==> src/common/host_mux_defines.svh <==
`ifndef HOST_MUX_DEFINES_SVH
`define HOST_MUX_DEFINES_SVH

// Host bus geometry
`define HM_ADDR_WIDTH       32
`define HM_DATA_WIDTH       512

// Page-table walker takes the low part of a line
`define HM_PT_DATA_WIDTH    256

// Client tag, same width for every client
`define HM_LOCAL_TAG_WIDTH  6

// Number of clients sharing the host channels
`define HM_NUM_SRC          3

// Host tag is the one-hot source prefix above the local tag
`define HM_TAG_WIDTH        (`HM_NUM_SRC + `HM_LOCAL_TAG_WIDTH)

// Prefix bit of each client, lowest bit wins arbitration
`define HM_SRC_CP           0
`define HM_SRC_JRD          1
`define HM_SRC_SETUP        2

`endif

==> src/common/host_mux_pkg.sv <==
`default_nettype none

`include "host_mux_defines.svh"

package host_mux_pkg;

    // One bit per client, bit 0 cp, bit 1 jrd, bit 2 setup path
    typedef logic [`HM_NUM_SRC-1:0] src_mask_t;

    typedef logic [`HM_LOCAL_TAG_WIDTH-1:0] local_tag_t;

    typedef enum logic [1:0] {
        phase_setup = 2'b00,
        phase_start = 2'b01,
        phase_run   = 2'b10
    } core_phase_t;

    // Tag as seen on the host side
    typedef struct packed {
        src_mask_t  src;
        local_tag_t local_tag;
    } host_tag_t;

    ////////////////////////////////////////
    // Client side requests
    ////////////////////////////////////////
    typedef struct packed {
        logic [`HM_ADDR_WIDTH-1:0] addr;
        local_tag_t                tag;
    } rd_req_t;

    typedef struct packed {
        logic [`HM_ADDR_WIDTH-1:0] addr;
        local_tag_t                tag;
        logic [`HM_DATA_WIDTH-1:0] data;
    } wr_req_t;

    ////////////////////////////////////////
    // Host side requests and returns
    ////////////////////////////////////////
    typedef struct packed {
        logic [`HM_ADDR_WIDTH-1:0] addr;
        host_tag_t                 tag;
    } host_rd_t;

    typedef struct packed {
        logic [`HM_ADDR_WIDTH-1:0] addr;
        host_tag_t                 tag;
        logic [`HM_DATA_WIDTH-1:0] data;
    } host_wr_t;

    typedef struct packed {
        host_tag_t                 tag;
        logic [`HM_DATA_WIDTH-1:0] data;
    } rd_rsp_t;

    typedef struct packed {
        host_tag_t tag;
    } wr_ack_t;

endpackage

`default_nettype wire

==> src/core_phase_fsm.sv <==
`timescale 1ns/100ps
`default_nettype none

`include "host_mux_defines.svh"

module core_phase_fsm import host_mux_pkg::*; (
    input  logic        clk,
    input  logic        rst_n,
    input  logic        ctx_status_valid,
    input  logic        job_reader_enable,
    input  logic        dsm_reset,
    output core_phase_t phase,
    output src_mask_t   enable
);

    ////////////////////////////////////////
    // Phase register
    ////////////////////////////////////////
    always_ff @(posedge clk) begin
        if (!rst_n) begin
            phase <= phase_setup;
        end else if (dsm_reset) begin
            // Terminate wins over any advance
            phase <= phase_setup;
        end else begin
            case (phase)
                phase_setup: begin
                    if (ctx_status_valid) begin
                        phase <= phase_start;
                    end
                end
                phase_start: begin
                    if (job_reader_enable) begin
                        phase <= phase_run;
                    end
                end
                phase_run: begin
                    phase <= phase_run;
                end
                default: begin
                    phase <= phase_setup;
                end
            endcase
        end
    end

    // Client enable, shared by read and write channels
    always_comb begin
        enable = '0;
        case (phase)
            phase_setup: enable[`HM_SRC_SETUP] = 1'b1;
            phase_start: enable[`HM_SRC_CP]    = 1'b1;
            phase_run: begin
                enable[`HM_SRC_CP]  = 1'b1;
                enable[`HM_SRC_JRD] = 1'b1;
            end
            default: enable = '0;
        endcase
    end

    a_phase_legal: assert property (@(posedge clk) disable iff (!rst_n)
        phase inside {phase_setup, phase_start, phase_run});

endmodule

`default_nettype wire

==> config.mk <==
export PLATFORM = sky130hd
export DESIGN_NAME = core_phase_fsm
export DESIGN_NICKNAME = d
export VERILOG_FILES = /design/src/common/host_mux_pkg.sv /design/src/core_phase_fsm.sv
export VERILOG_INCLUDE_DIRS = /design/src /design/src/common
export SDC_FILE = /design/constraint.sdc
export NUM_CORES = 1
export LEC_CHECK = 0
export BUFFER_PORTS_ARGS = -buffer_cell sky130_fd_sc_hd__buf_4
export CORE_AREA = 2 2 39 41
export CTS_BUF_LIST = sky130_fd_sc_hd__clkbuf_4 sky130_fd_sc_hd__clkbuf_8
export DETAILED_ROUTE_END_ITERATION = 8
export DIE_AREA = 0 0 41 43
export MAX_ROUTING_LAYER = met4
export SYNTH_ARGS = -nofsm -noshare
export SYNTH_HDL_FRONTEND = slang
export SYNTH_SLANG_ARGS = --single-unit
==> constraint.sdc <==
create_clock -name clk -period 3.1 [get_ports clk]
set_clock_uncertainty 0.1 [all_clocks]
set_input_delay 0.465 -clock clk [delete_from_list [all_inputs] [get_ports clk]]
set_output_delay 0.465 -clock clk [all_outputs]
set_load 0.05 [all_outputs]
==> summary.md <==
| Metric | Value |
|---|---|
| Status | `completed` |
| Register area share after synthesis | `roughly a quarter` |
| Critical path class | `flip-flop to output port` |
| Final Wtd Congestion | `between 0.6 and 0.7` |
| Antenna-violating nets left | `0` |
| Synth Flop Type | `dfxtp_1` |
| Fin. Hold Viols | `0` |
| Initial core utilization | `roughly 11%` |
| Psw | `roughly 0.031 mW` |
| Final #Nets | `39` |
| Drt drc | `0` |
| MaxCap Viol Count | `0` |
| Post-Syn Area | `158 sq um` |
| PostCTS Resize Cnt | `0` |
| # diodes | `0` |
| Postcts setup bufs | `0` |
| Initial antenna violation count | `0` |
| FILL cells | `158` |
| Mean Syn Cell Area | `between 9 and 10 sq um` |
| Hold-fix buffers, CTS | `0` |
| Ys Warns | `0` |
| Slew HR | `88.7%` |
| Die width | `41 um` |
| Reg power frac | `24.6%` |
| CTS tree | `yes` |
| I/O Buffers | `9` |
| Synth unique cells | `10` |
| Combinational share of power | `25.9%` |
| Fin crit period | `1.72 ns` |
| FMAX | `0.582 GHz` |
| Leading area contributor after synthesis | `dfxtp_1` |
| Initial DRC count | `4` |
| Final Setup Violations | `0` |
| Area share of the largest cell type after synthesis | `approximately a quarter` |
| Root Driver | `clkbuf_4` |
| Critical Path Start Type | `flip-flop` |
| Crit path DAT | `1.15 ns` |
| RSZ-0062 raised after global routing | `false` |
| Maximum root-to-sink buffer count | `2` |
| Count of flip-flops with a built-in enable after synthesis | `0` |
| Biggest register | `phase` |
| First-pass GRT wire length | `558 um` |
| Max reg flops | `2` |
| Clock Sinks | `2` |
| Synth Instances | `17` |
| Die Y-Extent | `43 um` |
| Crit path capture type | `output port` |
| DRT Pass-1 Iters | `2` |
| Num CTS Buffers | `3` |
| Routed vias | `144` |
| Final Slew Violations | `0` |
| Yosys reg bits | `2` |
| GRT Total Usage | `~5.3%` |
| Ys async rst share | `0%` |
| DR WL/cell | `7.51 um` |
| Area growth syn-to-layout | `69.8%` |
| Power Density | `422 nW/um^2` |
| Final WS setup | `1.38 ns` |
| Vias per cell | `roughly 3.2` |
| Cell-internal power | `around 0.082 mW` |
| Worst vdd ir | `130 uV` |
| WP data required | `~2.5 ns` |
| Post-Route WL | `338 um` |
| Largest regs | `phase x2` |
| Clk slew on worst S/H paths | `around 0.03 ns` |
| CP Max Fanout | `4` |
| Die area | `1760 sq um` |
| Layout cell share with drive strength beyond 1 | `48.3%` |
| Worst hold path type | `input pin to flip-flop` |
| Final period utilization | `55.5%` |
| Register area | `40.0 sq um` |
| Clock Latency Late Sink | `0.22 ns` |
| Area of the multi-input gates | `110 sq um` |
| Sw Ratio | `approximately 28%` |
| Top post-synthesis cells by area | `dfxtp_1 (25%), ha_1 (24%), nand2b_4 (17%)` |
| Setup TNS | `0 ns` |
| Post-synth net total | `25` |
| Dpl hpwl | `286 um` |
| Number of global-route vias before repair | `151` |
| CTS H-tree lvls | `1` |
| FP Rows | `14` |
| Core area | `1380 sq um` |
| Slew @ Worst Pin | `around 0.17 ns` |
| Clock Power Share | `49.5%` |
| Grt total ovfl | `0` |
| Finished Core Util | `between 10% and 20%` |
| Io pins | `10` |
| Leak | `0.132 nW` |
| Count leader, synth | `ha_1` |
| Largest net degree at the start of global routing | `5` |
| Pre-CTS setup slack | `1.60 ns` |
[cells in the final DEF (no fill, tap or decap)]
master    n
o21a_1    1
inv_1     2
nor2_1    1
dfxtp_1   2
and3_1    1
buf_4     9
nor2b_1   2
o21ai_0   1
ha_1      3
a21oi_1   2
clkbuf_4  3
nand2b_4  2
[power by group through the flow]
stage	registers (mW)	logic, mW	clock network, mW
final	0.0278	0.0292	0.0559
after global routing	0.0280	0.0311	0.0614
after CTS	0.0279	0.0296	0.0595
after detailed placement	0.0282	0.0295	0
after global placement	0.0282	0.0294	0
after floorplan	0.0313	0.0173	0
[layout make-up]
cell class	instances	share of cell area, %
multi-input cells	13	41.1
repair buffers	9	25.2
flip-flops and latches	2	15.0
clock buffers	3	8.41
well taps	16	7.48
inverters	2	2.80
[layer usage]
layer | vias to the layer above | routed length [um] | track usage, %
li1 | 80 | - | -
met1 | 57 | 140 | 5.75
met2 | 7 | 141 | 5.94
met3 | 0 | 56 | 3.14
met4 | 0 | 0 | 6.00
met5 | - | 0 | -
[cells by family after synthesis]
logic type,after synthesis,share of synthesized area [%]
AND/OR/NAND/NOR,6,31.7
AO/OA/AOI/OAI,4,14.3
adder cells (fa/ha/maj),3,23.8
buffers and inverters,2,4.76
flip-flops,2,25.4
[final timing paths]
path	from	end	slack, ns	depth (start not counted)
worst max register to register	phase[1]$_SDFFE_PP0P_	phase[1]$_SDFFE_PP0P_	1.82	5
worst max-delay path	phase[0]$_SDFFE_PP0P_	enable[0]	1.38	3
worst min-delay path	ctx_status_valid	phase[0]$_SDFFE_PP0P_	0.40	3
worst min register to register	phase[0]$_SDFFE_PP0P_	phase[0]$_SDFFE_PP0P_	0.44	2
[metrics by stage]
| step | hold slack [ns] | power [mW] | instance area, sq um | instances |
|---|---|---|---|---|
| after global placement | 0.442 | 0.0576 | 245 | 42 |
| final | 0.400 | 0.113 | 268 | 45 |
| after CTS | 0.400 | 0.117 | 268 | 45 |
| after detailed placement | 0.443 | 0.0577 | 245 | 42 |
| after floorplan | 0.506 | 0.0486 | 158 | 17 |
| after global routing | 0.427 | 0.121 | 268 | 45 |
[worst max-delay path, stage by stage (launching register included)]
cell     delay [ns]
dfxtp_1        0.36
inv_1          0.08
ha_1           0.30
buf_4          0.19
(Power assumes the default switching activity.)
