--- config.mk ---
export PLATFORM = sky130hd
export DESIGN_NAME = rsp_router
export DESIGN_NICKNAME = d
export VERILOG_FILES = /design/src/common/host_mux_pkg.sv /design/src/rsp_router.sv
export VERILOG_INCLUDE_DIRS = /design/src /design/src/common
export SDC_FILE = /design/constraint.sdc
export NUM_CORES = 1
export LEC_CHECK = 0
export BUFFER_PORTS_ARGS = -buffer_cell sky130_fd_sc_hd__buf_4
export CORE_AREA = 5 5 719 721
export DETAILED_ROUTE_END_ITERATION = 8
export DIE_AREA = 0 0 724 726
export HOLD_SLACK_MARGIN = 0.02
export PLACE_DENSITY = 0.3
export SYNTH_ARGS = -nofsm -noshare
export SYNTH_HDL_FRONTEND = slang
export SYNTH_SLANG_ARGS = --single-unit
--- constraint.sdc ---
create_clock -name clk -period 0.9 [get_ports clk]
set_input_delay 0.045 -clock clk [delete_from_list [all_inputs] [get_ports clk]]
set_output_delay 0.045 -clock clk [all_outputs]
set_load 0.005 [all_outputs]
--- src/common/host_mux_defines.svh ---
`ifndef HOST_MUX_DEFINES_SVH
`define HOST_MUX_DEFINES_SVH

// Host bus geometry
`define HM_ADDR_WIDTH       32
`define HM_DATA_WIDTH       512

// Page-table walker takes the low part of a line
`define HM_PT_DATA_WIDTH    256

// Client tag, same width for every client
`define HM_LOCAL_TAG_WIDTH  6

// Number of clients sharing the host channels
`define HM_NUM_SRC          3

// Host tag is the one-hot source prefix above the local tag
`define HM_TAG_WIDTH        (`HM_NUM_SRC + `HM_LOCAL_TAG_WIDTH)

// Prefix bit of each client, lowest bit wins arbitration
`define HM_SRC_CP           0
`define HM_SRC_JRD          1
`define HM_SRC_SETUP        2

`endif

--- src/common/host_mux_pkg.sv ---
`default_nettype none

`include "host_mux_defines.svh"

package host_mux_pkg;

    // One bit per client, bit 0 cp, bit 1 jrd, bit 2 setup path
    typedef logic [`HM_NUM_SRC-1:0] src_mask_t;

    typedef logic [`HM_LOCAL_TAG_WIDTH-1:0] local_tag_t;

    typedef enum logic [1:0] {
        phase_setup = 2'b00,
        phase_start = 2'b01,
        phase_run   = 2'b10
    } core_phase_t;

    // Tag as seen on the host side
    typedef struct packed {
        src_mask_t  src;
        local_tag_t local_tag;
    } host_tag_t;

    ////////////////////////////////////////
    // Client side requests
    ////////////////////////////////////////
    typedef struct packed {
        logic [`HM_ADDR_WIDTH-1:0] addr;
        local_tag_t                tag;
    } rd_req_t;

    typedef struct packed {
        logic [`HM_ADDR_WIDTH-1:0] addr;
        local_tag_t                tag;
        logic [`HM_DATA_WIDTH-1:0] data;
    } wr_req_t;

    ////////////////////////////////////////
    // Host side requests and returns
    ////////////////////////////////////////
    typedef struct packed {
        logic [`HM_ADDR_WIDTH-1:0] addr;
        host_tag_t                 tag;
    } host_rd_t;

    typedef struct packed {
        logic [`HM_ADDR_WIDTH-1:0] addr;
        host_tag_t                 tag;
        logic [`HM_DATA_WIDTH-1:0] data;
    } host_wr_t;

    typedef struct packed {
        host_tag_t                 tag;
        logic [`HM_DATA_WIDTH-1:0] data;
    } rd_rsp_t;

    typedef struct packed {
        host_tag_t tag;
    } wr_ack_t;

endpackage

`default_nettype wire

--- src/rsp_router.sv ---
`timescale 1ns/100ps
`default_nettype none

`include "host_mux_defines.svh"

module rsp_router import host_mux_pkg::*; (
    input  logic                         clk,
    input  logic                         rst_n,
    input  rd_rsp_t                      host_rsp,
    input  logic                         host_rsp_valid,
    input  wr_ack_t                      host_ack,
    input  logic                         host_ack_valid,
    output rd_rsp_t                      cp_rsp,
    output logic                         cp_rsp_valid,
    output rd_rsp_t                      jrd_rsp,
    output logic                         jrd_rsp_valid,
    output logic [`HM_PT_DATA_WIDTH-1:0] pt_data,
    output local_tag_t                   pt_tag,
    output logic                         pt_rsp_valid,
    output wr_ack_t                      cp_ack,
    output logic                         cp_ack_valid,
    output wr_ack_t                      jrd_ack,
    output logic                         jrd_ack_valid
);

    rd_rsp_t rsp_q;
    logic    rsp_valid_q;
    wr_ack_t ack_q;
    logic    ack_valid_q;

    ////////////////////////////////////////
    // Input registers
    ////////////////////////////////////////
    always_ff @(posedge clk) begin
        if (!rst_n) begin
            rsp_valid_q <= 1'b0;
            ack_valid_q <= 1'b0;
        end else begin
            rsp_valid_q <= host_rsp_valid;
            ack_valid_q <= host_ack_valid;
        end
    end

    always_ff @(posedge clk) begin
        rsp_q <= host_rsp;
        ack_q <= host_ack;
    end

    ////////////////////////////////////////
    // Prefix decode
    ////////////////////////////////////////
    assign cp_rsp        = rsp_q;
    assign cp_rsp_valid  = rsp_valid_q & rsp_q.tag.src[`HM_SRC_CP];
    assign jrd_rsp       = rsp_q;
    assign jrd_rsp_valid = rsp_valid_q & rsp_q.tag.src[`HM_SRC_JRD];

    // Walker only sees the low half of the line
    assign pt_data      = rsp_q.data[`HM_PT_DATA_WIDTH-1:0];
    assign pt_tag       = rsp_q.tag.local_tag;
    assign pt_rsp_valid = rsp_valid_q & rsp_q.tag.src[`HM_SRC_SETUP];

    assign cp_ack        = ack_q;
    assign cp_ack_valid  = ack_valid_q & ack_q.tag.src[`HM_SRC_CP];
    assign jrd_ack       = ack_q;
    assign jrd_ack_valid = ack_valid_q & ack_q.tag.src[`HM_SRC_JRD];

    a_rsp_prefix: assert property (@(posedge clk) disable iff (!rst_n)
        rsp_valid_q |-> $onehot(rsp_q.tag.src));

    // Setup writes are fire and forget, the host never acks them
    a_ack_no_setup: assert property (@(posedge clk) disable iff (!rst_n)
        ack_valid_q |-> !ack_q.tag.src[`HM_SRC_SETUP]);

endmodule

`default_nettype wire

==> impl_metrics.json <==
{
  "synthesis_warning_total": 0,
  "height_of_the_die_um": 726,
  "clockPowerShare_pct": 43.1,
  "non_filler_instance_count_after_layout": 10500,
  "vias": 19310,
  "yosysTopAreaCellShare_pct": 64.00,
  "status": "complete, but fails checks",
  "maximum_number_of_pins_on_one_net_before_global_route_repair": 13,
  "design.final.nets": 4200,
  "grt_pass1_vias": 21340,
  "die_area_um2": 525600,
  "synth_area_leader_cell": "dfxtp_1",
  "max_cap_viols": 0,
  "final_hold_viol_count": 0,
  "critical_path.cell_chain": "buf_12 > buf_8",
  "postSynth.asyncResetShare_pct": 0,
  "syn_area_um2": 16640,
  "grt.total_usage_pct": 12.02,
  "hold_path.class": "primary input to register",
  "areaGrowthSynthToFinish_pct": 245.7,
  "cts-buffers-inserted": 84,
  "i_o_pin_cnt": 1861,
  "synth_edf_count": 0,
  "period_needed_ps": 1655,
  "required_ps": 850,
  "p_switching_w": 0.02632,
  "filler_cell_count": 58040,
  "place.gp.congestion": 0.9460,
  "post_synthesis_cell_count": 1331,
  "synth-seq-area-share_pct": 64.00,
  "syn_area_per_cell_um2": 12.50,
  "initial_core_util_pct": 3.258,
  "number_of_clock_sinks": 532,
  "drt.antenna.violating_nets": 0,
  "grt_overflow": 0,
  "number_of_standard_cell_rows_in_the_floorplan": 263,
  "tns_ps": -654580,
  "multiInputGateArea_um2": 56.30,
  "crit_fanout": 2,
  "finalWorstSetupSlack_ps": -755.2,
  "route.detailed.vias_per_inst": 1.840,
  "cts_buffer_depth": 4,
  "grt_first_pass_wirelength_um": 376600,
  "floorplan.core_area_um2": 510700,
  "drtPass1Iterations": 5,
  "timing.critical_path.to_type": "output pin",
  "chipWidth_um": 724,
  "cts.reportedPaths.clkPinSlew_ps": 70,
  "synthMostInstantiatedCell": "buf_4",
  "finalSetupViolations": 1329,
  "final_area_um2": 57530,
  "violations": "setup timing",
  "synth-seq-cells": 532,
  "syn_nets": 1865,
  "timing.critical_path.arrival_ps": 1610,
  "power_per_cell_area_nw_per_um2": 1455,
  "critPathKind": "register to output pin",
  "report.final.slew_viol_count": 0,
  "sequentialPowerShare_pct": 32.9,
  "postPlaceCellArea_um2": 36060,
  "achievable_clock_frequency_mhz": 604.2,
  "postSynth.topFlopCell": "dfxtp_1",
  "setup_repair_after_global_routing_missed_its_margin": "yes",
  "layout-drive-gt1-share_pct": 71.50,
  "critical_path_buf_inv_count": 2,
  "cell_count_after_placement": 9311,
  "slowest_delay_ps": 370,
  "numPortBuffers": 1860,
  "tightestPinTransition_ps": 681.3,
  "swShare_pct": 31.44,
  "number_of_antenna_violations_at_the_first_check_in_global_routing": 55,
  "hold_slack_ps": 104.1,
  "cts_tree": "done",
  "route.detailed.drc": 0,
  "crit_slowest_cell": "dfxtp_4",
  "route.detailed.wl_per_inst_um": 31.34,
  "synth.cells.most_frequent": "buf_4 (792), dfxtp_1 (532), and2_1 (7)",
  "worst_setup_path_start_kind": "register",
  "footprint_of_the_flip_flops_and_latches_um2": 12440,
  "ir_drop_mv": 1.330,
  "clock-root-buffer": "clkbuf_16",
  "cp_top_family": "flip-flops",
  "wirelength_um": 328900,
  "detail_route.iter0.violations": 891,
  "worst_slew_margin_rel_pct": 54.43,
  "netlist_top_cells_area": "dfxtp_1 (64%), buf_4 (36%), and2_1 (0.26%)",
  "post-dp-hpwl_um": 299600,
  "dp_slack_ps": -569.8,
  "combinationalPowerShare_pct": 24.0,
  "leakage_dissipation_nw": 22.90,
  "synth.lib_cells_used.distinct": 3,
  "htree_levels": 3,
  "final_min_period_over_clock_period_pct": 183.9,
  "cell_internal_pwr_w": 0.05739
}
[power by group through the flow]
stage	clock (W)	combinational, W	sequential, W
CTS	0.0382	0.0207	0.0276
detailed placement	0	0.0147	0.0275
global placement	0	0.0150	0.0274
floorplan	0	0.00281	0.0262
global route	0.0387	0.0215	0.0276
finish	0.0361	0.0201	0.0275
[area by class of cell]
class | instances | share of cell area [%]
timing repair buffer | 3041 | 58.57
clock inverter | 42 | 0.9700
antenna | 9 | 0.03915
sequential | 532 | 21.63
multi-input combinational | 7 | 0.09787
tap | 6757 | 14.70
clock buffer | 108 | 4.002
[metal layers]
metal	routed length (µm)	share of wire, %	global-route usage (%)	vias up
li1	-	-	-	8054
met1	119800	36	12.82	9659
met2	141900	43	18.32	1328
met3	55760	17	9.122	255
met4	11440	3.5	3.647	14
met5	97	0.029	0	-
[per-stage QoR]
step                utilization, %  power [W]
CTS                          11.16    0.08658
global placement             7.062    0.04242
finish                       11.26    0.08371
global route                 11.26    0.08783
detailed placement           7.062    0.04219
floorplan                        -    0.02904
[worst paths after layout]
path                           from           end  slack, ps  cells after the start
worst min-delay path  host_rsp[476]   cp_rsp[476]        100                      2
worst max-delay path    cp_rsp[121]  pt_data[121]       -760                      2
[cell usage in the layout (no fill, tap or decap)]
cell type / count
buf_4: 613
buf_12: 286
buf_6: 956
buf_8: 139
clkinv_4: 4
clkbuf_16: 84
bufinv_16: 10
clkinv_2: 8
dfxtp_2: 78
dfxtp_1: 3
clkbuf_8: 11
inv_6: 10
buf_16: 2
dfxtp_4: 451
clkbuf_1: 13
inv_8: 3
dlygate4sd3_1: 1045
clkinv_8: 1
clkinvlp_4: 6
and2_1: 2
and2_4: 5
diode_2: 9
[flip-flops by register name, summed over array words and instances (netlist names)]
| signal | flops |
|---|---|
| ack_valid_q | 1 |
| pt_tag | 6 |
| cp_rsp | 515 |
| rsp_valid_q | 1 |
| cp_ack | 9 |
[logic make-up after synthesis]
group | Yosys count | share of synthesized area [%]
and+or+nand+nor | 7 | 0.2632
buffers and inverters | 792 | 35.73
DFF | 532 | 64.00
[what timing repair did]
action                                 4_1_cts  5_1_grt
setup endpoints to repair                 1327     1328
hold buffers                              1045        0
endpoints found under the hold margin      532        0
pin swaps                                    3        0
gates resized for setup                   2715       97
setup buffers                               25       19
(Power assumes the default switching activity.)
